`config.mk`:
```
export PLATFORM = sky130hd
export DESIGN_NAME = forward_select
export DESIGN_NICKNAME = d
export VERILOG_FILES = /design/src/verilog/commit_pkg.sv /design/src/verilog/forward_select.sv
export SDC_FILE = /design/constraint.sdc
export NUM_CORES = 1
export LEC_CHECK = 0
export ABC_AREA = 1
export BUFFER_PORTS_ARGS = -buffer_cell sky130_fd_sc_hd__buf_2
export CORE_AREA = 10 10 94 96
export DETAILED_ROUTE_END_ITERATION = 16
export DIE_AREA = 0 0 104 106
export PLACE_DENSITY = 0.68
export SLEW_MARGIN = 20
export SYNTH_ARGS = -nofsm -noshare
export SYNTH_HDL_FRONTEND = slang
export SYNTH_SLANG_ARGS = --single-unit
```
`constraint.sdc`:
```
create_clock -name vclk -period 2.6
set_clock_uncertainty 0.05 [all_clocks]
set_input_delay 0.78 -clock vclk [all_inputs]
set_output_delay 0.78 -clock vclk [all_outputs]
set_load 0.01 [all_outputs]
```
`src/verilog/commit_pkg.sv`:
```
// ====================
// Commit stage package
// Shared widths, result packets and sizes of the commit stage
// ====================

package commit_pkg;

    // ====================
    // Widths and sizes
    // ====================

    // Result word width
    localparam int DATA_W = 32;

    // Architectural register index, register 0 is hard-wired to zero
    localparam int REG_ADDR_W = 5;

    // Number of architectural registers covered by the forwarding memories
    localparam int NUM_REGS = 1 << REG_ADDR_W;

    // Reorder tags are issued in program order and wrap at 64
    localparam int ROB_TAG_W = 6;

    // Integer, floating point and load/store units, one buffer each
    localparam int NUM_UNITS = 3;

    // Default entries per commit buffer, any power of two works
    localparam int BUFFER_DEPTH = 8;

    // Source operands that the issue stage can ask to forward
    localparam int NUM_SRC = 2;

    // ====================
    // Types
    // ====================

    typedef logic [DATA_W-1:0]     data_word_t;
    typedef logic [REG_ADDR_W-1:0] reg_addr_t;
    typedef logic [ROB_TAG_W-1:0]  rob_tag_t;

    // One bit per execution unit
    typedef logic [NUM_UNITS-1:0] unit_mask_t;

    // Per source operand vectors of the forwarding path
    typedef reg_addr_t  [NUM_SRC-1:0] src_addr_t;
    typedef data_word_t [NUM_SRC-1:0] src_data_t;
    typedef logic       [NUM_SRC-1:0] src_valid_t;

    // Destination and position in program order of an instruction
    typedef struct packed {
        reg_addr_t reg_dest;
        rob_tag_t  rob_tag;
    } instr_packet_t;

    // What an execution unit delivers
    typedef struct packed {
        data_word_t    result;
        instr_packet_t ipacket;
    } exec_result_t;

    // Register file write port
    typedef struct packed {
        reg_addr_t  reg_dest;
        data_word_t data;
    } writeback_t;

    // Arrays indexed by unit
    typedef exec_result_t [NUM_UNITS-1:0] unit_results_t;
    typedef src_data_t    [NUM_UNITS-1:0] unit_fwd_data_t;
    typedef src_valid_t   [NUM_UNITS-1:0] unit_fwd_valid_t;

endpackage : commit_pkg

```
`src/verilog/forward_select.sv`:
```
// ====================
// Forward selector
// Merges the buffers' forwarding answers per source operand
// ====================

`timescale 1ns/100ps

module forward_select (
    input  commit_pkg::unit_fwd_data_t  buf_result_i,
    input  commit_pkg::unit_fwd_valid_t buf_valid_i,

    output commit_pkg::src_data_t       fwd_result_o,
    output commit_pkg::src_valid_t      fwd_valid_o
);

    // ====================
    // AND-OR merge
    // ====================

    // Invalidation leaves at most one buffer valid for a register,
    // so masking each answer with its valid and ORing them is a one-hot mux
    // (register 0 is valid everywhere but all answers are zero)
    always_comb begin
        fwd_result_o = '0;
        fwd_valid_o  = '0;
        for (int s = 0; s < commit_pkg::NUM_SRC; s++) begin
            for (int u = 0; u < commit_pkg::NUM_UNITS; u++) begin
                if (buf_valid_i[u][s]) begin
                    fwd_result_o[s] = fwd_result_o[s] | buf_result_i[u][s];
                end
                fwd_valid_o[s] = fwd_valid_o[s] | buf_valid_i[u][s];
            end
        end
    end

endmodule : forward_select

```
# Word level (Yosys, flattened, before mapping)
# Index checks and enable logic that the tools add are counted.
[word_totals]
regBits = 0
input_bits = 198
output_inout_bits = 66
wordCells = 14
[op_classes]
n_mux = 6
bitwise = 8
[ops]
columns = ["op", "n"]
rows = [
  ["$mux 32", 6],
  ["$or 32x32->32", 4],
  ["$or 1x1->1", 4],
]

# Logic depth before layout (Yosys ltp)
[depth]
word_depth = 5
mapped_depth = 4
mapped_depth_nobuf = 2

# Worst setup path after synthesis
# Ideal clock, no wire load.
[synth_timing]
path_kind = "input port to output port"
start = "in buf_valid_i[1] (netlist bit)"
end = "out fwd_result_o[53] (netlist bit)"
arrival_time_ps = 1187
required_time_ps = 1770
path_slack_ps = 583
stages = 4
path_cell_list = "buf_6 > clkbuf_8 > nand2_1 > nand3_1"
[synth_rtl]
columns = ["element", "line", "text"]
rows = [
  ["start: declaration", "forward_select.sv:10", "input commit_pkg::unit_fwd_valid_t buf_valid_i,"],
  ["end: declaration", "forward_select.sv:12", "output commit_pkg::src_data_t fwd_result_o,"],
]

==> results_dict.tcl <==
set metrics [dict create \
    dr_total_vias 2755 \
    io_pins 264 \
    rsz0062_at_grt "false" \
    seq_cells 0 \
    routed_wl_um 9549 \
    slowest_delay_ns 0.22 \
    crit_family "buffers and inverters" \
    grt_antenna_before_repair 0 \
    p_sw_frac 0.5080 \
    ys_seq_area_frac 0 \
    period_share 0.9003 \
    dieArea_um2 11020 \
    cp_data_required_time_ns 1.77 \
    dpl_cell_area_um2 2846 \
    hold_buffers 0 \
    yosysTopAreaCell "nand2_1" \
    leakage_nw 1.822 \
    finalSetupViolCount 0 \
    port_buffers 264 \
    path_class "input port to output port" \
    maxCapViolCount 0 \
    crit_cells 5 \
    power.switching_mw 0.2569 \
    postLayoutCellArea_um2 2846 \
    arrival_ns 1.51 \
    cts_post_setup_buffers_inserted 0 \
    seq_area_um2 0 \
    status "finished, final reports clean" \
    avgViaCountPerCell 4.366 \
    final_common_cell "buf_2" \
    syn_to_final_growth_pct 81.42 \
    placed_cells 631 \
    crit_buf_inv 3 \
    n_antenna_cell 0 \
    grt_overflow 0 \
    syn_nets 484 \
    layout_common_cells "buf_2 (264), nand2_1 (185), nand3_2 (37)" \
    final.min_clock_period_ns 2.341 \
    global_route.usage.total 0.1596 \
    p_int_mw 0.2488 \
    holdPathStages 4 \
    wire_per_inst_um 15.13 \
    hold_ws_ns 1.799 \
    initial_core_util 0.2223 \
    fp.dieH_um 106 \
    core_um2 7059 \
    cp_common_cell "buf_2" \
    wl_met3_um 1226 \
    hold_violations 0 \
    fp-row-count 31 \
    gp_congestion 0.8706 \
    grt_start_max_net_pins 34 \
    seq_power_share 0 \
    clkbuf_count 0 \
    ys_warn_count 0 \
    peakVddDrop_v 0.00009110 \
    ys_types 11 \
    routed.top_layer "met4" \
    power_density_nw_per_um2 177.6 \
    die_x_um 104 \
    grt_pass1_vias 2977 \
    finalSetupTns_ns 0 \
    fin_cells 631 \
    maxSlewViolCount 0 \
    critPathMaxFanout 22 \
    drive_above_1_share 0.5977 \
    cp_cell_sequence "buf_2, buf_12, nand2_1, nand3_2, buf_2" \
    worst_pin_slew_ns 0.2363 \
    met2_length_um 4730 \
    nets 732 \
    firstDrtPassIters 4 \
    power_frac_comb 1.000 \
    hp-class "input port to output port" \
    drt_iter0_markers 55 \
    pwr-share-clk 0 \
    place_hpwl_um 8705 \
    drc 0 \
    timing.fmax_mhz 427.2 \
    setup.worst_path.end_class "output port" \
    slew_headroom 0.8425 \
    ant_nets 0 \
    grt_pass1_wl_um 15080 \
    startpoint_type "input port" \
    slowest_stage "buf_2" \
    netlist_area_um2 1569 \
    netlist_top_cells_area "nand2_1 (44%), nand3_2 (24%), buf_6 (14%)" \
    synth.top_cell.area_share 0.4426 \
    post_cts_resized 0 \
    met1Wirelength_um 3451 \
    post_synth.cell_area_avg_um2 5.486 \
    syn_inst 286 \
]
[worst paths after layout]
| check | startpoint | to |
|---|---|---|
| max | buf_valid_i[5] | fwd_result_o[44] |
| min | buf_result_i[61] | fwd_result_o[61] |
[tightest hold or removal path: stages]
cell	delay (ns)
buf_2	0.07
nand2_1	0.05
nand3_2	0.05
buf_2	0.12
[metrics by stage]
stage,util,total power [mW],setup slack [ns]
2_1_floorplan,-,0.2619,0.5828
3_3_place_gp,0.4032,0.5055,0.2694
3_5_place_dp,0.4032,0.5125,0.2688
4_1_cts,0.4032,0.5138,0.2668
5_1_grt,0.4032,0.5615,0.1949
6_report,0.4032,0.5057,0.2592
[layout make-up]
class	instances	area, um2
well taps	99	123.9
fillers	769	4213
inverters	2	7.507
multi-input cells	260	1274
repair buffers	270	1441
[Yosys cell counts]
| master | instances |
|---|---|
| nor2_4 | 1 |
| buf_8 | 1 |
| nand3_2 | 37 |
| nor2_2 | 1 |
| buf_6 | 20 |
| inv_1 | 2 |
| buf_12 | 1 |
| nand2_1 | 185 |
| clkbuf_8 | 2 |
| nand3_1 | 27 |
| nand2_2 | 9 |
[power by group through the flow]
stage          combinational [mW]  clock (mW)  sequential, mW
6_report                    0.506           0               0
5_1_grt                     0.561           0               0
3_3_place_gp                0.505           0               0
4_1_cts                     0.514           0               0
2_1_floorplan               0.262           0               0
3_5_place_dp                0.512           0               0
[routing by layer]
layer | track usage | up-vias
met2 | 0.3039 | 168
met1 | 0.1577 | 1191
li1 | - | 1388
met4 | 0.01988 | 0
met3 | 0.07669 | 8
met5 | 0 | -
[cells by family (layout without fill, tap and decap cells)]
| group | after synthesis | count (layout) | synth area share |
|---|---|---|---|
| AND/OR/NAND/NOR | 260 | 260 | 0.8118 |
| buffers and inverters | 26 | 272 | 0.1882 |
Note: power is estimated with default switching activity, not from simulation.
