$ cat src/verilog/commit_pkg.sv
// ====================
// Commit stage package
// Shared widths, result packets and sizes of the commit stage
// ====================

package commit_pkg;

    // ====================
    // Widths and sizes
    // ====================

    // Result word width
    localparam int DATA_W = 32;

    // Architectural register index, register 0 is hard-wired to zero
    localparam int REG_ADDR_W = 5;

    // Number of architectural registers covered by the forwarding memories
    localparam int NUM_REGS = 1 << REG_ADDR_W;

    // Reorder tags are issued in program order and wrap at 64
    localparam int ROB_TAG_W = 6;

    // Integer, floating point and load/store units, one buffer each
    localparam int NUM_UNITS = 3;

    // Default entries per commit buffer, any power of two works
    localparam int BUFFER_DEPTH = 8;

    // Source operands that the issue stage can ask to forward
    localparam int NUM_SRC = 2;

    // ====================
    // Types
    // ====================

    typedef logic [DATA_W-1:0]     data_word_t;
    typedef logic [REG_ADDR_W-1:0] reg_addr_t;
    typedef logic [ROB_TAG_W-1:0]  rob_tag_t;

    // One bit per execution unit
    typedef logic [NUM_UNITS-1:0] unit_mask_t;

    // Per source operand vectors of the forwarding path
    typedef reg_addr_t  [NUM_SRC-1:0] src_addr_t;
    typedef data_word_t [NUM_SRC-1:0] src_data_t;
    typedef logic       [NUM_SRC-1:0] src_valid_t;

    // Destination and position in program order of an instruction
    typedef struct packed {
        reg_addr_t reg_dest;
        rob_tag_t  rob_tag;
    } instr_packet_t;

    // What an execution unit delivers
    typedef struct packed {
        data_word_t    result;
        instr_packet_t ipacket;
    } exec_result_t;

    // Register file write port
    typedef struct packed {
        reg_addr_t  reg_dest;
        data_word_t data;
    } writeback_t;

    // Arrays indexed by unit
    typedef exec_result_t [NUM_UNITS-1:0] unit_results_t;
    typedef src_data_t    [NUM_UNITS-1:0] unit_fwd_data_t;
    typedef src_valid_t   [NUM_UNITS-1:0] unit_fwd_valid_t;

endpackage : commit_pkg

$ cat src/verilog/result_dispatch.sv
// ====================
// Result dispatcher
// Takes one unit result per cycle by fixed priority and stalls the rest
// ====================

`timescale 1ns/100ps

module result_dispatch (
    input  commit_pkg::unit_mask_t    unit_valid_i,
    input  commit_pkg::unit_results_t unit_result_i,
    input  commit_pkg::unit_mask_t    full_i,

    output commit_pkg::unit_mask_t    unit_stall_o,

    // Buffer write strobes and the selected result
    output commit_pkg::unit_mask_t    write_o,
    output commit_pkg::exec_result_t  entry_o,

    // Invalidation of the forwarded copy in every other buffer
    output commit_pkg::unit_mask_t    invalidate_o,
    output commit_pkg::reg_addr_t     invalid_reg_o
);

    // High once a lower-index unit has been granted
    logic granted;

    // ====================
    // Priority select
    // ====================

    // Unit 0 has the highest priority, a unit with a full buffer is skipped
    always_comb begin
        granted = 1'b0;
        write_o = '0;
        entry_o = '0;
        for (int u = 0; u < commit_pkg::NUM_UNITS; u++) begin
            if (unit_valid_i[u] && !full_i[u] && !granted) begin
                write_o[u] = 1'b1;
                entry_o    = unit_result_i[u];
                granted    = 1'b1;
            end
        end
    end

    // A full buffer holds its unit, and a valid unit that lost arbitration waits
    always_comb begin
        for (int u = 0; u < commit_pkg::NUM_UNITS; u++) begin
            unit_stall_o[u] = full_i[u] || (unit_valid_i[u] && !write_o[u]);
        end
    end

    // ====================
    // Invalidation
    // ====================

    // The written buffer now holds the newest value of that register
    assign invalidate_o  = granted ? ~write_o : '0;
    assign invalid_reg_o = entry_o.ipacket.reg_dest;

endmodule : result_dispatch

$ cat config.mk
export PLATFORM = sky130hd
export DESIGN_NAME = result_dispatch
export DESIGN_NICKNAME = d
export VERILOG_FILES = /design/src/verilog/commit_pkg.sv /design/src/verilog/result_dispatch.sv
export SDC_FILE = /design/constraint.sdc
export NUM_CORES = 1
export LEC_CHECK = 0
export BUFFER_PORTS_ARGS = -buffer_cell sky130_fd_sc_hd__buf_2
export CORE_AREA = 4 4 71 73
export DETAILED_ROUTE_END_ITERATION = 8
export DIE_AREA = 0 0 75 77
export GPL_TIMING_DRIVEN = 0
export PLACE_DENSITY = 0.72
export SYNTH_ARGS = -nofsm -noshare
export SYNTH_HDL_FRONTEND = slang
export SYNTH_SLANG_ARGS = --single-unit
$ cat constraint.sdc
create_clock -name vclk -period 2.44
set_input_delay 0.122 -clock vclk [all_inputs]
set_output_delay 0.122 -clock vclk [all_outputs]
set_load 0.01 [all_outputs]
After elaboration in Yosys (flattened, before gate mapping). Index checks and enable logic that the tools add are counted.

Flip-flop bits (word level): 0. Input bits: 135. Word-level logic and storage cells: 28. Output and inout bits: 57.

Muxes and demuxes: 9. Bitwise logic cells: 1. Reductions and logical operators: 18.

Operators with widths (number): 2-to-1 mux 43 bit (3); logical AND 1 bit (8); zero test 1 bit (7); 2-to-1 mux 1 bit (5); logical OR 1 bit (3); 2-to-1 mux 3 bit (1); NOT 3 bit (1).

Logic depth before layout (Yosys ltp).
Depth in word-level cells: 12. Mapped depth: 7. Mapped depth without buffers: 4.

Worst setup path after synthesis. No wires, ideal clock.

Kind: input to output. Start point: in full_i[0]. End point: out invalid_reg_o[1]. Data required time: 2.318 ns. Slack: 1.184 ns. Path buffers: 3. Stages: 7. Arrival: 1.134 ns. Path through: nand2b_4 inv_4 buf_6 buf_6 and2_1 a221o_1 buf_4.

RTL lines: start: declaration (RTL line result_dispatch.sv:11) `input commit_pkg::unit_mask_t full_i,`; end: declaration (RTL line result_dispatch.sv:21) `output commit_pkg::reg_addr_t invalid_reg_o`.

Final worst setup path.
Start point: in full_i[1]. End point: out invalid_reg_o[3].

Cells in the longest elaborated chain, start to end: 7. Elaborated cells between the ends (all ways): 8. Classes of those cells: mux: 3; reduce/logical: 5.

RTL lines: zero test 1 bit (*) (RTL line result_dispatch.sv:37) `if (unit_valid_i[u] && !full_i[u] && !granted) begin`; logical AND 1 bit (*) (2 in series) (RTL line result_dispatch.sv:37); 2-to-1 mux 1 bit (RTL line result_dispatch.sv:37); zero test 1 bit (RTL line result_dispatch.sv:37); logical AND 1 bit (RTL line result_dispatch.sv:37); 2-to-1 mux 43 bit (*) (RTL line result_dispatch.sv:37).

Every way passes the cells marked *; elsewhere a longest branch is shown, timed or not.

==> impl_metrics.csv <==
group,metric,value,unit
timing,min_period,1.63,ns
cells_and_area,drive_above_1_share,0.699,
worst_setup_path,worstPathCellList,"buf_2, nand2b_1, nor2_2, buf_2, a221o_1, buf_4, buf_2",
run,maxCapViolations,0,
cts,hold_buffers,0,
synth,synth_top_area_cell,"a221o_1",
drt,routedWlPerCell,14.6,µm
global_route,grt_max_degree,11,
worst_setup_path,cp_slowest_stage_delay,0.34,ns
global_route,grt_antenna_before_repair,1,
cells_and_area,nets,446,
cells_and_area,final_cell_mix,"buf_2 (197), a221o_1 (43), and2_0 (35)",
worst_setup_path,crit_top_cell,"buf_2",
timing,tightest_slew,0.499,ns
drt,drt-pass1-iter-count,4,
pwr,pwr_density_cell,193,nW/µm²
timing,maxSlewViolCount,0,
global_route,gr-total-overflow,0,
timing,setup_violations,0,
cells_and_area,n_sequential_cell,0,
cells_and_area,fin_cells,361,
place,gp_congestion,0.790,
cells_and_area,nFillCells,452,
worst_setup_path,crit_start,"full_i[1]",
cells_and_area,nClkBuffers,0,
floorplan,fp.dieH,77,µm
synth,synth_top_area_share,0.450,
cts,post_cts_resized,0,
place,placedCellCount,361,
cts,post_cts_buffers,0,
run_status,status,"completed",
worst_setup_path,cp.arrival,1.51,ns
worst_setup_path,critical-path-slowest-cell,"nor2_2",
drt,viasPerCell,4.80,
worst_setup_path,crit_path_max_fanout,10,
global_route,grt.total_usage,0.158,
timing,max_freq,613,MHz
floorplan,rows,24,
timing,slew_headroom,0.666,
floorplan,initial_core_util,0.220,
synth,synth.distinct_cells,16,
drt,final_antenna_net_count,0,
pwr,internal_power,0.215,mW
pwr,p_comb_frac,1.000,
floorplan,fp.dieArea,5780,µm²
floorplan,core,4350,µm²
synth,yosysSeqAreaShare,0,
drt,routed_wl,5260,µm
cells_and_area,multi_input_area,786,µm²
synth,syn_area,956,µm²
worst_setup_path,critPathCaptureType,"output pin",
synth,synth_fp_nets,252,
drt,drt_iter0_drc,33,
timing,period_share,0.668,
cells_and_area,num_antenna_cells,0,
floorplan,die-width,75,µm
drt,drc,0,
worst_setup_path,path_depth,7,
global_route,grt_pass1_wl,7560,µm
timing,tns,0,ns
cells_and_area,seqCellArea,0,µm²
synth,synthTopCellsByArea,"a221o_1 (45%), and2_0 (23%), buf_6 (11%), and2_1 (5.2%), buf_4 (3.9%)",
worst_setup_path,cp_top_family,"buffers and inverters",
synth,ys_warn_count,0,
place,portBuffers,192,
place,dp_hpwl,4700,µm
pwr,swShare,0.437,
worst_setup_path,critical_path_class,"in2out",
pwr,leakage,1.19,nW
worst_setup_path,cp.required,2.32,ns
drt,num_vias,1732,
global_route,grt_pass1_vias,1708,
timing,hold_viol,0,
pwr,power.switching,0.167,mW
worst_setup_path,start_kind,"input port",
worst_setup_path,crit_path_end,"invalid_reg_o[3]",
min_path,min_path_type,"in2out",
synth,synthCells,117,
floorplan,pin_count,192,
cells_and_area,syn2layout_area_growth,107,%
synth,avgSynthCellArea,8.17,µm²
worst_setup_path,path_buf_inv,4,
pwr,pwr-share-clk,0,
timing,rsz0062_at_grt,"no",
cells_and_area,final_common_cell,"buf_2",
pwr,seqPwrFrac,0,
pwr,ir_drop,63.2,µV
stage by stage:
step / setup WS [ns] / instance area, µm² / hold WS [ns] / utilization / power (mW)
after global placement: 0.801 / 1980 / 0.514 / 0.455 / 0.382
final: 0.810 / 1980 / 0.512 / 0.455 / 0.382
after floorplan: 1.18 / 956 / 0.345 / - / 0.188
after detailed placement: 0.829 / 1980 / 0.514 / 0.455 / 0.386
after CTS: 0.832 / 1980 / 0.515 / 0.455 / 0.387
after global routing: 0.691 / 1980 / 0.538 / 0.455 / 0.420
cell usage after synthesis, drive strengths merged:
cell	instances
o21ai	1
a221o	43
and2	43
buf	19
nor3	1
inv	1
nor2	1
a21oi	1
nand2b	3
nand2	1
nor2b	1
a21o	2
worst min path at each step:
stage / start / endpoint / slack [ns] / cells after the start
final: full_i[2] / unit_stall_o[2] / 0.51 / 3
after detailed placement: full_i[2] / unit_stall_o[2] / 0.51 / 3
after CTS: full_i[2] / unit_stall_o[2] / 0.51 / 3
after floorplan: full_i[0] / unit_stall_o[0] / 0.34 / 1
after global routing: full_i[2] / unit_stall_o[2] / 0.54 / 3
after global placement: full_i[2] / unit_stall_o[2] / 0.51 / 3
tightest hold or removal path, stage by stage:
cell	delay, ns
buf_2	0.08
a21o_1	0.07
buf_2	0.12
final cells by class:
| type | instances | area share |
|---|---|---|
| Buffer | 19 | 0.0827 |
| Inverter | 1 | 0.00316 |
| Multi-Input combinational cell | 97 | 0.396 |
| Tap cell | 52 | 0.0328 |
| Timing Repair Buffer | 192 | 0.485 |
per-layer routing:
metal / vias to the layer above / GRT usage / routed length, µm
met1: 768 / 0.156 / 1770
met4: 2 / 0.0214 / 59
met5: - / 0 / 13
met3: 12 / 0.0405 / 661
li1: 850 / - / -
met2: 100 / 0.319 / 2750
kinds of logic (layout without fill, tap and decap cells):
logic type	Yosys count	count (layout)	synth area share
simple gates	50	50	0.346
compound gates	47	47	0.476
buf+inv	20	212	0.178
power by group through the flow:
stage	Clock [mW]	Sequential, mW	Combinational (mW)
5_1_grt	0	0	0.420
2_1_floorplan	0	0	0.188
3_5_place_dp	0	0	0.386
3_3_place_gp	0	0	0.382
6_report	0	0	0.382
4_1_cts	0	0	0.387
Power figures use the tool's default switching activity.
