$ cat src/verilog/commit_pkg.sv
// ====================
// Commit stage package
// Shared widths, result packets and sizes of the commit stage
// ====================

package commit_pkg;

    // ====================
    // Widths and sizes
    // ====================

    // Result word width
    localparam int DATA_W = 32;

    // Architectural register index, register 0 is hard-wired to zero
    localparam int REG_ADDR_W = 5;

    // Number of architectural registers covered by the forwarding memories
    localparam int NUM_REGS = 1 << REG_ADDR_W;

    // Reorder tags are issued in program order and wrap at 64
    localparam int ROB_TAG_W = 6;

    // Integer, floating point and load/store units, one buffer each
    localparam int NUM_UNITS = 3;

    // Default entries per commit buffer, any power of two works
    localparam int BUFFER_DEPTH = 8;

    // Source operands that the issue stage can ask to forward
    localparam int NUM_SRC = 2;

    // ====================
    // Types
    // ====================

    typedef logic [DATA_W-1:0]     data_word_t;
    typedef logic [REG_ADDR_W-1:0] reg_addr_t;
    typedef logic [ROB_TAG_W-1:0]  rob_tag_t;

    // One bit per execution unit
    typedef logic [NUM_UNITS-1:0] unit_mask_t;

    // Per source operand vectors of the forwarding path
    typedef reg_addr_t  [NUM_SRC-1:0] src_addr_t;
    typedef data_word_t [NUM_SRC-1:0] src_data_t;
    typedef logic       [NUM_SRC-1:0] src_valid_t;

    // Destination and position in program order of an instruction
    typedef struct packed {
        reg_addr_t reg_dest;
        rob_tag_t  rob_tag;
    } instr_packet_t;

    // What an execution unit delivers
    typedef struct packed {
        data_word_t    result;
        instr_packet_t ipacket;
    } exec_result_t;

    // Register file write port
    typedef struct packed {
        reg_addr_t  reg_dest;
        data_word_t data;
    } writeback_t;

    // Arrays indexed by unit
    typedef exec_result_t [NUM_UNITS-1:0] unit_results_t;
    typedef src_data_t    [NUM_UNITS-1:0] unit_fwd_data_t;
    typedef src_valid_t   [NUM_UNITS-1:0] unit_fwd_valid_t;

endpackage : commit_pkg

$ cat src/verilog/commit_buffer.sv
// ====================
// Commit buffer
// Per-unit result FIFO with a forwarding memory indexed by destination
// ====================

`timescale 1ns/100ps

module commit_buffer #(
    parameter int BUFFER_DEPTH = commit_pkg::BUFFER_DEPTH
) (
    input  logic                     clk_i,
    input  logic                     rst_n_i,
    input  logic                     flush_i,

    // Push from the dispatcher and pop from the arbiter
    input  logic                     write_i,
    input  logic                     read_i,
    input  commit_pkg::exec_result_t entry_i,
    output commit_pkg::exec_result_t entry_o,

    // Another buffer took a newer result for this register
    input  logic                     invalidate_i,
    input  commit_pkg::reg_addr_t    invalid_reg_i,

    // Forwarding lookup for the issue stage
    input  commit_pkg::src_addr_t    forward_src_i,
    output commit_pkg::src_data_t    forward_result_o,
    output commit_pkg::src_valid_t   forward_valid_o,

    output logic                     full_o,
    output logic                     empty_o
);

    // ====================
    // FIFO control
    // ====================

    // Depth is a power of two so the pointers wrap on their own
    logic [$clog2(BUFFER_DEPTH)-1:0] write_ptr;
    logic [$clog2(BUFFER_DEPTH)-1:0] read_ptr;
    logic [$clog2(BUFFER_DEPTH)-1:0] write_ptr_next;
    logic [$clog2(BUFFER_DEPTH)-1:0] read_ptr_next;

    assign write_ptr_next = write_ptr + 1'b1;
    assign read_ptr_next  = read_ptr + 1'b1;

    always_ff @(posedge clk_i) begin
        if (!rst_n_i || flush_i) begin
            write_ptr <= '0;
            read_ptr  <= '0;
            full_o    <= 1'b0;
            empty_o   <= 1'b1;
        end else begin
            if (write_i) begin
                write_ptr <= write_ptr_next;
            end
            if (read_i) begin
                read_ptr <= read_ptr_next;
            end

            // Flags only move when exactly one side is active
            case ({write_i, read_i})
                2'b10: begin
                    empty_o <= 1'b0;
                    full_o  <= (write_ptr_next == read_ptr);
                end
                2'b01: begin
                    full_o  <= 1'b0;
                    empty_o <= (read_ptr_next == write_ptr);
                end
                default: begin
                    full_o  <= full_o;
                    empty_o <= empty_o;
                end
            endcase
        end
    end

    // ====================
    // Entry storage
    // ====================

    commit_pkg::exec_result_t entry_mem [BUFFER_DEPTH];

    always_ff @(posedge clk_i) begin
        if (write_i) begin
            entry_mem[write_ptr] <= entry_i;
        end
    end

    // Head is read combinationally so the arbiter can match its tag in the same cycle
    assign entry_o = entry_mem[read_ptr];

    // ====================
    // Forwarding memory
    // ====================

    // Newest result per destination and the tag of the instruction that wrote it
    commit_pkg::data_word_t            fwd_mem [commit_pkg::NUM_REGS];
    commit_pkg::rob_tag_t              tag_mem [commit_pkg::NUM_REGS];
    logic [commit_pkg::NUM_REGS-1:0]   fwd_valid;

    always_ff @(posedge clk_i) begin
        if (write_i) begin
            fwd_mem[entry_i.ipacket.reg_dest] <= entry_i.result;
            tag_mem[entry_i.ipacket.reg_dest] <= entry_i.ipacket.rob_tag;
        end
    end

    // A write of the same register in the pop cycle is newer than the head,
    // so the set comes last and wins over both clears
    always_ff @(posedge clk_i) begin
        if (!rst_n_i || flush_i) begin
            fwd_valid <= '0;
        end else begin
            // The committing instruction still owns the entry, the register file now has it
            if (read_i && (tag_mem[entry_o.ipacket.reg_dest] == entry_o.ipacket.rob_tag)) begin
                fwd_valid[entry_o.ipacket.reg_dest] <= 1'b0;
            end
            // The copy here is older than the one just taken by another buffer
            if (invalidate_i) begin
                fwd_valid[invalid_reg_i] <= 1'b0;
            end
            if (write_i) begin
                fwd_valid[entry_i.ipacket.reg_dest] <= 1'b1;
            end
        end
    end

    // Register 0 always forwards zero
    always_comb begin
        for (int s = 0; s < commit_pkg::NUM_SRC; s++) begin
            if (forward_src_i[s] == '0) begin
                forward_result_o[s] = '0;
                forward_valid_o[s]  = 1'b1;
            end else begin
                forward_result_o[s] = fwd_mem[forward_src_i[s]];
                forward_valid_o[s]  = fwd_valid[forward_src_i[s]];
            end
        end
    end

endmodule : commit_buffer

$ cat config.mk
export PLATFORM = sky130hd
export DESIGN_NAME = commit_buffer
export DESIGN_NICKNAME = d
export VERILOG_FILES = /design/src/verilog/commit_pkg.sv /design/src/verilog/commit_buffer.sv
export SDC_FILE = /design/constraint.sdc
export NUM_CORES = 2
export LEC_CHECK = 0
export BUFFER_PORTS_ARGS = -buffer_cell sky130_fd_sc_hd__buf_4
export CORE_MARGIN = 5
export CORE_UTILIZATION = 25
export CTS_CLUSTER_DIAMETER = 40
export DETAILED_ROUTE_END_ITERATION = 8
export PLACE_DENSITY = 0.47
export SETUP_SLACK_MARGIN = 0.05
export SLEW_MARGIN = 20
export SYNTH_ARGS = -nofsm -noshare
export SYNTH_HDL_FRONTEND = slang
export SYNTH_SLANG_ARGS = --single-unit
$ cat constraint.sdc
create_clock -name clk_i -period 4.36 [get_ports clk_i]
set_clock_uncertainty 0.15 [all_clocks]
set_input_delay 0.436 -clock clk_i [delete_from_list [all_inputs] [get_ports clk_i]]
set_output_delay 0.436 -clock clk_i [all_outputs]
set_load 0.01 [all_outputs]
### Yosys cells after proc, flatten, opt, wreduce, memory -nomap -nowiden

Memory sizes are Yosys's and may differ from the RTL's. A register that Yosys moved wholly into a read port is not among the register bits.
Index checks and enable logic that the tools add are counted.

* register bits after elaboration: 40
* latch bits: 0
* memory bits (writable): 1560
* memory bits (read-only): 0
* bits of input ports: 64
* output and inout bits: 111
* word-level logic and storage cells: 62
* memories: 3

* $add $sub $neg: 2
* multipliers: 0
* divide/modulo/power cells: 0
* $lt $le $gt $ge: 8
* eq/ne operators: 5
* shift operators: 0
* multiplexer cells: 25
* bitwise operators: 5
* reduce and logical (&&, ||, !) cells: 9

Memories
* fwd_mem: depth 32, bits a word 32, rd ports 2, clocked after Yosys merged registers in 0, wr ports 1, RTL line commit_buffer.sv:99 `commit_pkg::data_word_t fwd_mem [commit_pkg::NUM_REGS];`
* entry_mem: depth 8, bits a word 43, rd ports 1, clocked after Yosys merged registers in 1, wr ports 1, RTL line commit_buffer.sv:83 `commit_pkg::exec_result_t entry_mem [BUFFER_DEPTH];`
* tag_mem: depth 32, bits a word 6, rd ports 1, clocked after Yosys merged registers in 0, wr ports 1, RTL line commit_buffer.sv:100 `commit_pkg::rob_tag_t tag_mem [commit_pkg::NUM_REGS];`

Operators with widths (number)
* $mux 32: 7
* $and 32x32->32: 2
* $not 32->32: 2
* $or 32x32->32: 1
* $lt 5x6->1 const B: 5
* $demux 1 s5: 3
* $ge 5x1->1 const B: 3
* $bmux 1 s5: 2
* $logic_not 5->1: 2
* $mux 1: 9
* $add 3x1->3 const B: 2
* $eq 3x3->1: 2
* $eq 6x6->1: 1
* $mux 3: 2
* $logic_and 1x1->1: 4
* $pmux 1 s2: 2
* $eq 2x1->1 const B: 1
* $eq 2x2->1 const B: 1
* $reduce_bool 2->1: 1
* $logic_not 1->1: 1
* $logic_or 1x1->1: 1

### Depth between registers and ports, before layout

* word-level depth: 13
* gate-level depth with buffers: 18
* mapped depth without buffers: 12

### Worst setup path before layout

Ideal clock, no wire load.

* path type: input to register
* start: input port write_i
* end: memory entry_mem[4][0] (netlist name), enable pin
* data arrival time: 3812 ps
* path slack: -99 ps
* cell stages on the path: 3
* cells stage by stage: clkbuf_1 nand2_1 nor3_1

* word-level cells in the longest chain between the ends: 2

RTL lines
* from (decl): RTL line commit_buffer.sv:16 `input logic write_i,`
* $mux 1: RTL line commit_buffer.sv:86 `if (write_i) begin`
* $mux 1 (not written as such): RTL line commit_buffer.sv:87 `entry_mem[write_ptr] <= entry_i;`
* to (decl): RTL line commit_buffer.sv:83

Every way passes these cells.

==> results by group <==
GRT
  – Number of global-route vias before repair: 39400
  – Largest net degree at the start of global routing: 76
  – Grt ovf: 0
  – GRT Total Usage: 15.2%
  – First-pass GRT wire length: 316 mm
  – Antenna violations before repair: 30

Power and ir drop
  – Peak supply drop: 0.337 mV
  – Static Leak: 27.0 nW
  – Cell Pwr Density: 455 nW/um2

Clocking
  – Max Root-Sink Buffers: 4
  – Worst-path clk slew: 0.06 ns
  – CTS root buffer: clkbuf_16
  – H-tree Lvls: 4
  – TritonCTS clock tree: built
  – Worst-Skew Late Latency: 0.86 ns
  – Num CTS Buffers: 236
  – Clock sink count: 1603

STA
  – Slew Limit Fails: 0
  – Endpoints failing hold: 0
  – Tcrit/Tclk final: 96.0%
  – TNS Setup: 0 ns
  – Least-Margin Pin Slew: 1.11 ns
  – Final setup fails: 0
  – Setup ws final: 0.177 ns
  – Final min period: 4.18 ns
  – Final hold slack: 0.105 ns
  – Fmax achieved: 239 MHz
  – RSZ-0062 raised after global routing: no
  – Relative slew margins: 26.0%

Worst setup path
  – Worst-path maximum fanout: 32
  – Worst reg2reg path depth: 14
  – Critical Path Start Type: register
  – CP bufs+invs: 3
  – Arr. time, crit path: 4.74 ns
  – Delay-heaviest family, CP: simple AND/OR/NAND/NOR gates
  – Worst path slowest cell: mux4_2
  – Req. time, crit path: 4.91 ns
  – CP Capture Type: register
  – CP max stage delay: 0.52 ns
  – Critical-path cell list: buf_12 -> mux4_2 -> mux2i_4 -> buf_6 -> nor3_1 -> and3_1 -> or4b_1 -> o31a_1 -> nor4_2 -> xnor2_1 -> nand4_2 -> buf_4 -> nor4_1 -> o22ai_1
  – Reg2Reg Capture Point: fwd_valid[10]
  – Critical path class: register to register
  – Reg-to-reg slack, setup: 0.18 ns

Yosys
  – Post-synth EDFFs: 1560
  – Synth Flop Type: edfxtp_1
  – Unique masters post-synth: 59
  – Post-synth ARST share: 0%
  – Syn avg cell area: 21.5 um2
  – Yosys warns: 0
  – Post-Syn Area: 70100 um2
  – Synth Net Count: 3320
  – Synthesized instance count: 3253
  – Seq cells post-synth: 1603
  – Register area share after synthesis: 68.1%

Drt
  – Vias/cell: 4.98
  – DRT iter0 DRCs: 4717
  – Routed len/inst: 29.9 um
  – Post-DRT Antenna Nets: 0
  – First-pass DRT Iterations: 5
  – DRT Wirelength: 228 mm
  – Vias: 38000
  – # DRC: 0

Hold path
  – Hold path cells: 4
  – Tightest Hold Check Type: input port to register
  – Hold Crit Start: invalid_reg_i[0]
  – Hold EP: fwd_valid[0]

Flow run
  – Max Cap Viol: 0

Placement
  – Post-detail-place hpwl: 131 mm
  – Placed inst area: 77700 um2
  – Port Buffers: 174
  – GP Congestion: 0.828
  – DP Worst Slack: 0.0517 ns

Floorplanning
  – Die Span Y: 540 um
  – Core area: 279000 um2
  – Placement Rows: 194
  – Initial Utilization: 25.1%
  – I/O pin total: 175
  – DIE AREA: 291000 um2
  – Die width: 540 um

Layout
  – Cell area after layout: 86300 um2
  – Filler Cells Inserted: 26800
  – Area Overhead vs Synth: 23.1%
  – Nets@finish: 3749
  – Layout cells sized above 1: 41.5%
  – Commonest cells after routing, fill and taps aside: 1560 x edfxtp_1, 744 x mux4_2, 294 x buf_4, 240 x clkbuf_16, 128 x mux2i_1
  – Most common cell after layout, fill and taps aside: edfxtp_1

Run status
  – Outcome: finished clean
==> worst max path at each step <==
stage,from,to,cells after the start
floorplan,register,fwd_valid[26],15
global placement,register,fwd_valid[13],14
detailed placement,register,fwd_valid[29],14
finish,register,fwd_valid[10],14
CTS,register,fwd_valid[29],14
global route,register,fwd_valid[29],14
==> cell type report <==
class,instances,area (um2),share of cell area (%)
multi-input cells,1412,21800,25.2
well taps,3724,4660,5.40
diodes,15,37.5,0.0435
repair buffers,423,4180,4.84
clock buffers,255,6060,7.02
flip-flops and latches,1603,47700,55.3
clock inverters,179,1860,2.16
inverters,6,30.0,0.0348
==> state kept, by name, summed over array words and instances (netlist names), named ones only <==
register and flops:
full_o 1, fwd_mem 1024, write_ptr 3, tag_mem 192
fwd_valid 32, empty_o 1, entry_mem 344, read_ptr 3
==> worst min-delay path, stage by stage <==
cell and delay (ns):
buf_4 0.09, or3b_2 0.28, o211ai_1 0.14, o22ai_1 0.12
==> kinds of logic (layout without fill, tap and decap cells) <==
logic type / count (synthesis) / after routing / share of synthesized area, %
muxes: 925 / 925 / 26.6
and+or+nand+nor: 324 / 324 / 2.14
adders and majority gates: 3 / 3 / 0.0536
xor gates and xnor gates: 16 / 16 / 0.200
buffers and inverters: 238 / 863 / 1.42
AOI/OAI and AO/OA: 144 / 144 / 1.51
other: 0 / 15 / 0
DFF: 1603 / 1603 / 68.1
==> cell usage after synthesis (10+ instances only) <==
cell | count | area, um2
nor4_1 | 33 | 206
nand3b_1 | 10 | 75.1
mux4_2 | 744 | 16800
buf_1 | 71 | 267
o21ai_0 | 11 | 55.1
clkbuf_1 | 139 | 522
nand2_1 | 72 | 270
dfxtp_1 | 43 | 861
o22ai_1 | 42 | 263
mux2i_1 | 128 | 1280
a221oi_1 | 10 | 87.6
xnor2_1 | 10 | 87.6
nor2_1 | 141 | 529
o211ai_1 | 32 | 240
nand3_1 | 24 | 120
edfxtp_1 | 1560 | 46800
mux2_2 | 47 | 529
==> stage by stage <==
stage | total power [mW] | cells | utilization [%]
floorplan | 19.1 | 3253 | -
global route | 40.6 | 7605 | 30.9
detailed placement | 20.5 | 7107 | 27.8
CTS | 39.7 | 7596 | 30.8
finish | 39.3 | 7617 | 30.9
global placement | 20.5 | 7107 | 27.8
==> metal layers <==
layer / vias up / share of wire (%) / global-route usage, %
met1: 20800 / 43 / 21.7
met3: 331 / 8.3 / 3.52
met5: - / 0.015 / 0
met2: 1631 / 46 / 23.7
li1: 15200 / - / -
met4: 4 / 2.3 / 3.59
==> power breakdown <==
part,switching [mW],internal [mW]
clock network,7.42,11.7
logic,1.75,1.32
registers,0.0637,17.1
total,9.23,30.1
==> what timing repair did <==
action | CTS | global route
endpoints found under the hold margin | 1603 | 0
resized for setup | 3 | 9
hold buffers | 55 | 0
buffers inserted | 0 | 6
endpoints found under the setup margin | 23 | 32
(Power assumes the default switching activity.)
