$ cat src/verilog/commit_pkg.sv
// ====================
// Commit stage package
// Shared widths, result packets and sizes of the commit stage
// ====================

package commit_pkg;

    // ====================
    // Widths and sizes
    // ====================

    // Result word width
    localparam int DATA_W = 32;

    // Architectural register index, register 0 is hard-wired to zero
    localparam int REG_ADDR_W = 5;

    // Number of architectural registers covered by the forwarding memories
    localparam int NUM_REGS = 1 << REG_ADDR_W;

    // Reorder tags are issued in program order and wrap at 64
    localparam int ROB_TAG_W = 6;

    // Integer, floating point and load/store units, one buffer each
    localparam int NUM_UNITS = 3;

    // Default entries per commit buffer, any power of two works
    localparam int BUFFER_DEPTH = 8;

    // Source operands that the issue stage can ask to forward
    localparam int NUM_SRC = 2;

    // ====================
    // Types
    // ====================

    typedef logic [DATA_W-1:0]     data_word_t;
    typedef logic [REG_ADDR_W-1:0] reg_addr_t;
    typedef logic [ROB_TAG_W-1:0]  rob_tag_t;

    // One bit per execution unit
    typedef logic [NUM_UNITS-1:0] unit_mask_t;

    // Per source operand vectors of the forwarding path
    typedef reg_addr_t  [NUM_SRC-1:0] src_addr_t;
    typedef data_word_t [NUM_SRC-1:0] src_data_t;
    typedef logic       [NUM_SRC-1:0] src_valid_t;

    // Destination and position in program order of an instruction
    typedef struct packed {
        reg_addr_t reg_dest;
        rob_tag_t  rob_tag;
    } instr_packet_t;

    // What an execution unit delivers
    typedef struct packed {
        data_word_t    result;
        instr_packet_t ipacket;
    } exec_result_t;

    // Register file write port
    typedef struct packed {
        reg_addr_t  reg_dest;
        data_word_t data;
    } writeback_t;

    // Arrays indexed by unit
    typedef exec_result_t [NUM_UNITS-1:0] unit_results_t;
    typedef src_data_t    [NUM_UNITS-1:0] unit_fwd_data_t;
    typedef src_valid_t   [NUM_UNITS-1:0] unit_fwd_valid_t;

endpackage : commit_pkg

$ cat src/verilog/commit_arbiter.sv
// ====================
// Commit arbiter
// Pops results in reorder tag order and drives the register file write
// ====================

`timescale 1ns/100ps

module commit_arbiter (
    input  logic                      clk_i,
    input  logic                      rst_n_i,
    input  logic                      flush_i,

    // Buffer heads
    input  commit_pkg::unit_results_t head_i,
    input  commit_pkg::unit_mask_t    empty_i,
    output commit_pkg::unit_mask_t    read_o,

    // Register file write port
    output logic                      wb_valid_o,
    output commit_pkg::writeback_t    wb_o
);

    // Tag of the oldest instruction not yet committed
    commit_pkg::rob_tag_t     expected_tag;

    // Head selected for commit in this cycle
    logic                     pop_valid;
    commit_pkg::exec_result_t pop_entry;

    // ====================
    // Head match
    // ====================

    // Tags are unique among live entries, so at most one head can match
    always_comb begin
        read_o    = '0;
        pop_valid = 1'b0;
        pop_entry = '0;
        for (int u = 0; u < commit_pkg::NUM_UNITS; u++) begin
            if (!empty_i[u] && (head_i[u].ipacket.rob_tag == expected_tag) && !pop_valid) begin
                read_o[u] = 1'b1;
                pop_valid = 1'b1;
                pop_entry = head_i[u];
            end
        end
    end

    // ====================
    // Tag and write-back
    // ====================

    // The 6-bit tag wraps from 63 to 0 on its own
    always_ff @(posedge clk_i) begin
        if (!rst_n_i || flush_i) begin
            expected_tag <= '0;
            wb_valid_o   <= 1'b0;
        end else begin
            wb_valid_o <= pop_valid;
            if (pop_valid) begin
                expected_tag <= expected_tag + 1'b1;
            end
        end
    end

    // Write payload, qualified by wb_valid_o
    always_ff @(posedge clk_i) begin
        if (pop_valid) begin
            wb_o.reg_dest <= pop_entry.ipacket.reg_dest;
            wb_o.data     <= pop_entry.result;
        end
    end

endmodule : commit_arbiter

$ cat config.mk
export PLATFORM = sky130hd
export DESIGN_NAME = commit_arbiter
export DESIGN_NICKNAME = d
export VERILOG_FILES = /design/src/verilog/commit_pkg.sv /design/src/verilog/commit_arbiter.sv
export SDC_FILE = /design/constraint.sdc
export NUM_CORES = 1
export LEC_CHECK = 0
export ABC_AREA = 1
export BUFFER_PORTS_ARGS = -buffer_cell sky130_fd_sc_hd__buf_2
export CORE_ASPECT_RATIO = 1.75
export CORE_MARGIN = 3
export CORE_UTILIZATION = 47
export DETAILED_ROUTE_END_ITERATION = 6
export GPL_TIMING_DRIVEN = 0
export MAX_ROUTING_LAYER = met4
export PLACE_DENSITY = 0.88
export RECOVER_POWER = 25
export SYNTH_ARGS = -nofsm -noshare
export SYNTH_HDL_FRONTEND = slang
export SYNTH_SLANG_ARGS = --single-unit
$ cat constraint.sdc
create_clock -name clk_i -period 3.7 [get_ports clk_i]
set_clock_uncertainty 0.2 [all_clocks]
set_input_delay 0 -clock clk_i [delete_from_list [all_inputs] [get_ports clk_i]]
set_output_delay 0 -clock clk_i [all_outputs]
set_load 0.02 [all_outputs]
==> Word level (Yosys, flattened, before mapping) <==
Cells that the tools add are included.
W data, S select, Z words.
{ "word_totals": {"regBits": 44, "latch_bits": 0, "ramBits": 0, "rom_bits": 0, "inputBits": 135, "n_memories": 0} }
{ "classes": {"addsub": 1, "n_mul": 0, "n_div": 0, "magnitude_cmp": 0, "n_eq_ne": 3, "shift": 0, "n_mux": 8, "bitwise_logic": 0, "n_reduce_logical": 12} }
{ "op_table": {"columns": ["operator", "n"], "rows": [
  ["$mux W43", 3],
  ["$eq A6 B6 Y1", 3],
  ["$add A6 B1 Y6 const B", 1],
  ["$logic_not A1 Y1", 6],
  ["$logic_and A1 B1 Y1", 5],
  ["$mux W1", 5],
  ["$logic_or A1 B1 Y1", 1]
]} }

==> Logic depth before layout (Yosys ltp) <==
Gate-level depths: netlist of run 1.
{ "depth": {"word_depth": 9, "depth_mapped": 13, "depth_no_buf": 12} }

==> Least setup slack after synthesis of run 1 <==
No wires, ideal clock.
{ "synth_timing": {"path_type": "register to register", "startpoint": "reg expected_tag[0]", "endpoint": "reg wb_o[0] in the netlist's numbering (enable)", "setup_ps": 356, "arrival_time_ps": 1352, "required_time_ps": 3144, "path_slack_ps": 1793, "path_stages_with_launch": 8, "synth_period_minus_slack_ps": 1907, "path_cell_list": "dfxtp_1 inv_2 nand2_1 nand3_1 nor2_1 nand2_4 nand3_1 buf_4"} }
{ "synth_via": {"elab_chain_len": 9, "word_cells_on_any_way": 13, "cone_classes": "3 x eq/ne; 3 x mux; 7 x reduce/logical"} }
{ "synth_rtl": {"columns": ["item", "line", "rtl"], "rows": [
  ["start: declaration", "commit_arbiter.sv:24", "commit_pkg::rob_tag_t expected_tag;"],
  ["start signal: assignment", "commit_arbiter.sv:60", "expected_tag <= expected_tag + 1'b1;"],
  ["$eq A6 B6 Y1", "commit_arbiter.sv:40", "if (!empty_i[u] && (head_i[u].ipacket.rob_tag == expected_tag) && !pop_valid) begin"],
  ["$logic_and A1 B1 Y1", "commit_arbiter.sv:40", null],
  ["$mux W1", "commit_arbiter.sv:40", null],
  ["$logic_not A1 Y1", "commit_arbiter.sv:40", null],
  ["$logic_and A1 B1 Y1", "commit_arbiter.sv:40", null],
  ["$mux W1", "commit_arbiter.sv:40", null],
  ["$logic_not A1 Y1", "commit_arbiter.sv:40", null],
  ["$logic_and A1 B1 Y1", "commit_arbiter.sv:40", null],
  ["$mux W1 (*)", "commit_arbiter.sv:40", null],
  ["via pop_valid", "commit_arbiter.sv:27", "logic pop_valid;"],
  ["end: declaration", "commit_arbiter.sv:20", "output commit_pkg::writeback_t wb_o"]
]} }
Mark *: on every way through the listed nets, which the timed path passes. The rest lies on a longest branch.
A chain may end at the register's enable or synchronous reset.

==> metrics.yaml, run 1 <==
outcome: "complete, no violations"
place_hpwl_um: 6656
power.share.clock_pct: 34.0
ys_seq_elements: 44
yosysSeqAreaShare_pct: 44.86
root_buffer: "clkbuf_8"
setup_violations: 0
vias: 3798
synth_cell_types: 26
num_antenna_cells: 0
initialDrtViolationCount: 351
viasPerCell: 5.210
die_area_sq_mm: 0.006931
p_per_area_mw_per_mm2: 235.7
postCtsSetupBuffers: 0
crit_fanout: 10
endpoint: "wb_o[31]$_DFFE_PP_"
grt_pass1_vias: 3643
start_util_pct: 49.14
die_y_um: 107.9
fin_crit_ns: 3.216
met2WireLength_um: 6183
clk_pin_slew_ns: 0.09
nFillCells: 377
worstSetupPathType: "register to register"
grt.overflow.total: 0
grt_pass1_wl_um: 17860
routed_wl_um: 11630
crit_arrival_ns: 3.08
num_io_pins: 176
chipWidth_um: 64.23
post_cts_resized: 0
finalHoldViolCount: 0
hp-class: "input pin to register"
cts_tree: "yes"
worst_slew_pin_slew_ns: 0.5657
cts_buffers: 5
drc: 0
worst_ep_required_time_ns: 3.57
maxSlewViolCount: 0
vdd_drop_max_mv: 0.1381
reg2reg_depth: 12
drt-met1-wl_um: 3745
switching_power_w: 0.0002512
crit_path_start: "expected_tag[0]$_SDFFE_PP0P_"
reg2reg_to: "wb_o[31]$_DFFE_PP_"
cts.htree.levels: 2
timing.final.crit_share_pct: 86.91
cap_violations: 0
antenna_left: 0
holdPathStages: 8
antenna_found_initial: 0
core_sq_mm: 0.005675
dr_wl_met3_um: 1067
yosysWarnings: 0
internal_power_w: 0.0008387
finalSetupTns_ns: 0
seqPwrFrac_pct: 49.5
drive_above_1_share_pct: 27.72
dpl_cell_area_sq_mm: 0.003760
gp_congestion: 0.9232
postCtsHoldBufs: 79
start_kind: "register"
multi_input_area_sq_mm: 0.001195
syn_inst: 391
fin_nets: 788
end_kind: "register"
r2r-start: "expected_tag[0]$_SDFFE_PP0P_"
grt_max_degree: 47
grt_use_total_pct: 34.53
rows: 36
rrSetupSlack_ns: 0.48
p_leak_nw: 2.436
syn_area_per_cell_sq_um: 7.133
max_freq_mhz: 311.0
rsz0062_at_grt: "false"
syn2layout_area_growth_pct: 65.81
syn_nets: 527
p_sw_share_pct: 23.04
slew_headroom_pct: 62.28
routedWlPerCell_um: 15.96
worstSkewPairLatency_ns: 0.30
io_buffers: 175
clkSinkCount: 44
routed.top_layer: "met4"
p_comb_share_pct: 16.5
dr.pass1.iters: 6
stdcell_area_sq_mm: 0.004624
cts_buffer_depth: 2
register_area_sq_mm: 0.001251
syn_area_sq_mm: 0.002789
-- registers in the layout, summed over array words and instances, names as in the netlist --
| register | cells |
|---|---|
| expected_tag | 6 |
| wb_o | 37 |
| wb_valid_o | 1 |
-- placed cells by master, fill, tap and decap left out, drive strengths merged, types with 7 or more instances in the layout --
| cell type | Yosys | final |
|---|---|---|
| buf | 15 | 160 |
| edfxtp | 37 | 37 |
| nand2 | 170 | 170 |
| dlygate4sd3 | 0 | 79 |
| clkbuf | 2 | 37 |
| nand3 | 56 | 56 |
| inv | 57 | 57 |
| dfxtp | 7 | 7 |
| nor2 | 20 | 20 |
| nand4 | 13 | 13 |
-- per-stage QoR --
| step | cells | total power, W | setup slack (ns) | hold WS [ns] | utilization [%] |
|---|---|---|---|---|---|
| 6_report | 729 | 0.001090 | 0.4845 | 0.06711 | 81.48 |
| 5_1_grt | 729 | 0.001124 | 0.2921 | 0.1061 | 81.48 |
| 3_3_place_gp | 642 | 0.0006776 | 1.497 | 0.07565 | 66.25 |
| 2_1_floorplan | 391 | 0.0005964 | 1.793 | -0.01041 | - |
| 4_1_cts | 729 | 0.001074 | 0.5494 | 0.05861 | 82.14 |
| 3_5_place_dp | 642 | 0.0006808 | 1.466 | 0.08047 | 66.25 |
-- how the worst min path moves through the flow --
stage,start,to,slack [ns]
after floorplan,head_i[108],wb_o[11]$_DFFE_PP_,-0.01
after global placement,head_i[119],wb_o[22]$_DFFE_PP_,0.08
after detailed placement,head_i[94],wb_o[34]$_DFFE_PP_,0.08
after CTS,empty_i[1],expected_tag[0]$_SDFFE_PP0P_,0.06
after global routing,empty_i[1],expected_tag[0]$_SDFFE_PP0P_,0.11
final,empty_i[1],expected_tag[0]$_SDFFE_PP0P_,0.07
-- cells by family after synthesis --
logic type      after synthesis  synth area share (%)
fa+ha+maj                     1                0.4486
simple gates                261                 39.88
compound gates                5                0.9419
flops                        44                 44.86
xor+xnor                      5                 1.570
buf+inv                      75                 12.29
-- critical path, stage by stage (launching register included) --
cell and delay (ns):
dfxtp_1 0.53, inv_2 0.12, nand2_1 0.08, nand3_1 0.07
nor2_1 0.18, nand2_4 0.13, nand3_2 0.13, buf_2 0.23
nand3_1 0.09, dlygate4sd3_1 0.57, nand2_1 0.06, dlygate4sd3_1 0.54
inv_1 0.05
-- synthesized netlist by cell type (all sizes together) --
master	number	area share [%]
edfxtp	37	40
dfxtp	7	5.0
clkbuf	2	0.27
xor2	3	0.94
o21ai	1	0.18
nand3	56	10
o22ai	1	0.22
nand2	170	23
ha	1	0.45
a21oi	3	0.54
nor3	2	0.54
nor2	20	3.0
inv	57	7.8
clkinv	1	0.13
buf	15	4.1
nand4	13	2.9
xnor2	2	0.63
-- power by group through the flow --
| stage | combinational [W] | sequential (W) | clock [W] |
|---|---|---|---|
| finish | 0.000180 | 0.000539 | 0.000371 |
| global route | 0.000196 | 0.000540 | 0.000388 |
| CTS | 0.000171 | 0.000539 | 0.000365 |
| detailed placement | 0.000131 | 0.000550 | 0 |
| global placement | 0.000128 | 0.000550 | 0 |
| floorplan | 0.0000401 | 0.000556 | 0 |
-- per-layer routing --
metal / track usage (%) / vias to the layer above
met4: 17.55 / 0
met5: - / -
li1: - / 1753
met3: 6.270 / 59
met2: 64.40 / 265
met1: 33.13 / 1721
-- final cells by class --
type	count	share of cell area [%]
clock buffer	5	1.488
clock inverter	3	0.9199
multi-input combinational	272	25.84
tap	76	2.056
timing repair buffer	254	35.23
buffer	17	2.652
inverter	58	4.762
sequential	44	27.06
(Power assumes the default switching activity.)
==> run 2: changes to the inputs <==
REMOVE_ABC_BUFFERS = 1   (was default)
==> run 2 against run 1 <==
Worst hold slack improved by 0.050 ns. Power decreased by 1.4%. Sequential power about the same. Design area decreased by 2.8%. Largest power group unchanged. Highest routed layer unchanged. First-iteration DRC count decreased by 44%. Wire length decreased by 9.3%. Clock power decreased by 2%. Register-to-register slack got worse by 0.04 ns. Combinational power decreased by 4%. Utilization decreased by 2.3 points. Critical path depth decreased by 1. Sequential share of layout area increased by 0.79 points.
==> metrics.yaml, run 2 (synthesized netlist as in run 1, its figures left out) <==
outcome: "complete, no violations"
cpPeakStageDelay_ns: 0.59
dr.pass1.iters: 5
start_util_pct: 49.14
grt.overflow.total: 0
hp-class: "input pin to register"
num_antenna_cells: 0
antenna_found_initial: 0
routedWlPerCell_um: 14.86
setup_violations: 0
finalHoldViolCount: 0
grt_use_total_pct: 30.78
grt_max_degree: 39
cts_buffer_depth: 2
syn2layout_area_growth_pct: 61.10
io_buffers: 175
crit_slowest_cell: "nor2_1"
worst_ep_required_time_ns: 3.67
finalPower_w: 0.001075
finalSetupTns_ns: 0
slew_headroom_pct: 47.60
clk_pin_slew_ns: 0.08
vdd_drop_max_mv: 0.1643
clkSinkCount: 44
end_kind: "register"
die_y_um: 107.9
initialDrtViolationCount: 198
placed_cells: 626
path_cells: "inv_1, nand2_1, nand2_1, nor2_1, nand2_1, nor2_1, nand2_1, inv_2, nand2_1, nand3_1, dlygate4sd3_1"
grt_pass1_vias: 3622
routed_wl_um: 10550
worstSkewPairLatency_ns: 0.30
fin_nets: 769
regMostFlops: "wb_o"
p_per_area_mw_per_mm2: 239.3
cap_violations: 0
post_cts_resized: 0
cts.htree.levels: 2
rows: 36
grt_pass1_wl_um: 16110
rsz0062_at_grt: "false"
chipWidth_um: 64.23
fin_cells: 710
worst_slew_pin_slew_ns: 0.7831
cp_common_cell: "nand2_1"
worstSetupPathType: "register to register"
viasPerCell: 5.042
layout_common_cells: "168 x nand2_1, 145 x buf_2, 76 x dlygate4sd3_1"
crit_buf_inv: 3
die_area_sq_mm: 0.006931
largest_reg_flops: 37
max_freq_mhz: 306.8
core_sq_mm: 0.005675
antenna_left: 0
p_leak_nw: 2.348
gp_congestion: 0.8822
crit_fanout: 28
timing.final.crit_share_pct: 88.09
layout_commonest_cell: "nand2_1"
root_buffer: "clkbuf_8"
fin_crit_ns: 3.259
crit_family: "simple AND/OR/NAND/NOR gates"
vias: 3580
top_regs: "wb_o (37), expected_tag (6), wb_valid_o (1)"
drc: 0
cts_buffers: 5
num_io_pins: 176
fin_hold_ws_ns: 0.1166
place_hpwl_um: 6269
maxSlewViolCount: 0
start_kind: "register"
cts_tree: "yes"
crit_arrival_ns: 3.23
drive_above_1_share_pct: 26.50
==> run 2: cell types whose count changed in the layout (fill, tap and decap cells not counted), sizes merged <==
cell         previous run  this run
clkbuf                 37        36
clkinv                  3         2
buf                   160       146
dlygate4sd3            79        76
==> run 2: final timing paths <==
check / from / to / slack [ns] / cells after the start
worst max-delay path: expected_tag[2]$_SDFFE_PP0P_ / wb_o[21]$_DFFE_PP_ / 0.44 / 11
worst min-delay path: empty_i[2] / expected_tag[0]$_SDFFE_PP0P_ / 0.12 / 8
worst max register to register: expected_tag[2]$_SDFFE_PP0P_ / wb_o[21]$_DFFE_PP_ / 0.44 / 11
worst min register to register: expected_tag[4]$_SDFFE_PP0P_ / expected_tag[4]$_SDFFE_PP0P_ / 0.38 / 2
==> run 2: final cells by class <==
cell class                 instances  area, sq um
clock inverter                     2        35.03
timing repair buffer             252         1619
tap                               76        95.09
clock buffer                       6        72.57
sequential                        44         1251
fill                             421         1182
multi-input combinational        272         1200
inverter                          58        220.2
==> run 2: stage by stage <==
step | setup WS (ns) | util [%] | instance area [sq um]
finish | 0.4408 | 79.17 | 4493
global route | 0.2103 | 79.17 | 4493
CTS | 0.5702 | 79.83 | 4531
detailed placement | 1.133 | 64.53 | 3662
global placement | 0.2053 | 64.09 | 3637
floorplan | 0.8861 | - | 2666
==> run 2: layer usage <==
metal	track usage, %	up-vias	share of wire [%]
li1	-	1715	-
met1	28.10	1610	34
met2	58.48	211	55
met3	5.120	44	6.8
met4	17.40	0	4.8
met5	-	-	0
==> run 2: worst reg2reg max path, delay by kind of cell (launching register included) <==
| family | cells | cell delay [ns] |
|---|---|---|
| buffers and inverters | 3 | 1.09 |
| flip-flops | 1 | 0.50 |
| AND/OR/NAND/NOR | 8 | 1.34 |
==> run 2: timing repair <==
action	CTS	global route
buffers inserted	0	0
hold endpoints to repair	44	0
endpoints found under the setup margin	0	0
hold buffers	76	0
==> run 2: power by group <==
| part | switching, W | internal, W | total, W |
|---|---|---|---|
| Combinational | 0.0000732 | 0.0000999 | 0.000173 |
| Clock | 0.000162 | 0.000200 | 0.000362 |
| Sequential | 0.00000267 | 0.000537 | 0.000540 |
| Total | 0.000238 | 0.000837 | 0.00108 |
==> run 3: changes to the inputs <==
--- a/config.mk
+++ b/config.mk
@@ -15,3 +15,3 @@
 export MAX_ROUTING_LAYER = met4
-export PLACE_DENSITY = 0.88
+export PLACE_DENSITY = 0.92
 export RECOVER_POWER = 25
==> constraint.sdc (replaced) <==
create_clock -name clk_i -period 3.7 [get_ports clk_i]
set_clock_uncertainty 0.2 [all_clocks]
set_input_delay 0.74 -clock clk_i [delete_from_list [all_inputs] [get_ports clk_i]]
set_output_delay 0.74 -clock clk_i [all_outputs]
set_load 0.02 [all_outputs]
==> run 3 against run 2 <==
Sequential share of layout area up 5.8 points. Final cell count decreased by 11%. Design area shrank 17%. First-iteration DRC count shrank 26%. Via count down 14%. Critical path type is now register to output port. Largest power group unchanged. Highest routed layer unchanged.
==> metrics.yaml, run 3 (synthesized netlist as in run 1, its figures left out) <==
outcome: "complete, no violations"
grt_pass1_wl_um: 12430
initialDrtViolationCount: 147
drc: 0
cts_buffers: 5
cap_violations: 0
min_to: "expected_tag[4]$_SDFFE_PP0P_"
gp_congestion: 0.9009
cts_tree: "yes"
register_area_sq_mm: 0.001251
antenna_left: 0
fin_crit_ns: 3.407
start_util_pct: 49.14
timing.final.crit_share_pct: 92.08
fin_nets: 693
layout_commonest_cell: "nand2_1"
root_buffer: "clkbuf_8"
r2r-start: "expected_tag[5]$_SDFFE_PP0P_"
antenna_found_initial: 0
nFillCells: 509
place_hpwl_um: 6370
finalHoldViolCount: 0
layout_common_cells: "168 x nand2_1, 145 x buf_2, 54 x nand3_1"
worst_slew_pin_slew_ns: 0.6404
die_y_um: 107.9
cts_buffer_depth: 2
hp-class: "register to register"
rows: 36
viasPerCell: 4.845
postCtsHoldBufs: 0
grt.overflow.total: 0
grt_pass1_vias: 2839
maxSlewViolCount: 0
worstSkewPairLatency_ns: 0.30
crit_arrival_ns: 2.47
rsz0062_at_grt: "false"
p_leak_nw: 1.970
placed_cells: 626
syn2layout_area_growth_pct: 33.15
core_sq_mm: 0.005675
max_freq_mhz: 293.5
routedWlPerCell_um: 12.87
vdd_drop_max_mv: 0.2047
die_area_sq_mm: 0.006931
dr.pass1.iters: 4
num_io_pins: 176
holdCritStartpoint: "expected_tag[4]$_SDFFE_PP0P_"
worst_ep_required_time_ns: 2.76
vias: 3072
crit_fanout: 28
routed_wl_um: 8161
clk_pin_slew_ns: 0.08
end_kind: "output port"
grt_use_total_pct: 23.80
rrSetupSlack_ns: 1.21
largest_reg_flops: 37
io_buffers: 175
multi_input_area_sq_mm: 0.001207
chipWidth_um: 64.23
num_antenna_cells: 0
grt_max_degree: 39
regMostFlops: "wb_o"
drive_above_1_share_pct: 30.11
top_regs: "wb_o (37), expected_tag (6), wb_valid_o (1)"
slew_headroom_pct: 57.24
worstSetupPathType: "register to output port"
start_kind: "register"
cts.htree.levels: 2
p_per_area_mw_per_mm2: 257.6
reg2reg_to: "wb_o[8]$_DFFE_PP_"
holdPathStages: 2
finalPower_w: 0.0009568
clkSinkCount: 44
reg2reg_depth: 10
fin_cells: 634
setup_violations: 0
==> run 3: worst max-delay path by stage <==
| stage | start | end | slack, ns | depth (start not counted) |
|---|---|---|---|---|
| after floorplan | head_i[1] | wb_o[0]$_DFFE_PP_ | 0.57 | 8 |
| after global placement | head_i[47] | wb_o[4]$_DFFE_PP_ | -0.22 | 9 |
| after detailed placement | head_i[47] | read_o[1] | 0.25 | 10 |
| after CTS | expected_tag[5]$_SDFFE_PP0P_ | read_o[2] | 0.18 | 9 |
| after global routing | expected_tag[5]$_SDFFE_PP0P_ | read_o[2] | 0.13 | 9 |
| final | expected_tag[5]$_SDFFE_PP0P_ | read_o[2] | 0.29 | 9 |
==> run 3: worst max-delay path, stage by stage, from the launching register on <==
cell and delay [ns]:
dfxtp_1 0.55, inv_1 0.13, nand2_1 0.09, nand2_1 0.07
nor2_2 0.09, nand2_1 0.09, nor2_4 0.27, nand3_2 0.28
inv_4 0.34, buf_2 0.23
==> run 3: layout make-up <==
type	count	share of cell area, %
inverter	58	5.930
clock buffer	7	2.055
tap	76	2.561
multi-input combinational	272	32.51
clock inverter	1	0.1348
timing repair buffer	176	23.11
sequential	44	33.69
==> run 3: timing repair <==
item / in CTS / in global routing
resized for setup: 0 / 2
setup buffers: 0 / 0
setup endpoints to repair: 0 / 2
==> run 3: stage by stage <==
step	instance area, sq um	hold slack, ns	util [%]	TNS, ns	setup slack [ns]
2_1_floorplan	2666	0.3342	-	0	0.5657
3_3_place_gp	3637	0.3536	64.09	-8.303	-0.2242
3_5_place_dp	3662	0.3855	64.53	0	0.2535
4_1_cts	3744	0.4001	65.96	0	0.1848
5_1_grt	3714	0.4491	65.43	0	0.1319
6_report	3714	0.4049	65.43	0	0.2930
==> run 3: power by group <==
part / internal (W) / total, W / switching, W
registers: 0.000537 / 0.000540 / 0.00000252
clock network: 0.000133 / 0.000288 / 0.000155
logic: 0.0000672 / 0.000129 / 0.0000620
==> run 3: layer usage <==
| metal | up-vias | wire, um | global-route usage (%) |
|---|---|---|---|
| met3 | 17 | 545 | 4.389 |
| met1 | 1360 | 2872 | 23.71 |
| li1 | 1566 | - | - |
| met2 | 129 | 4526 | 44.19 |
| met5 | - | 0 | - |
| met4 | 0 | 216 | 10.44 |
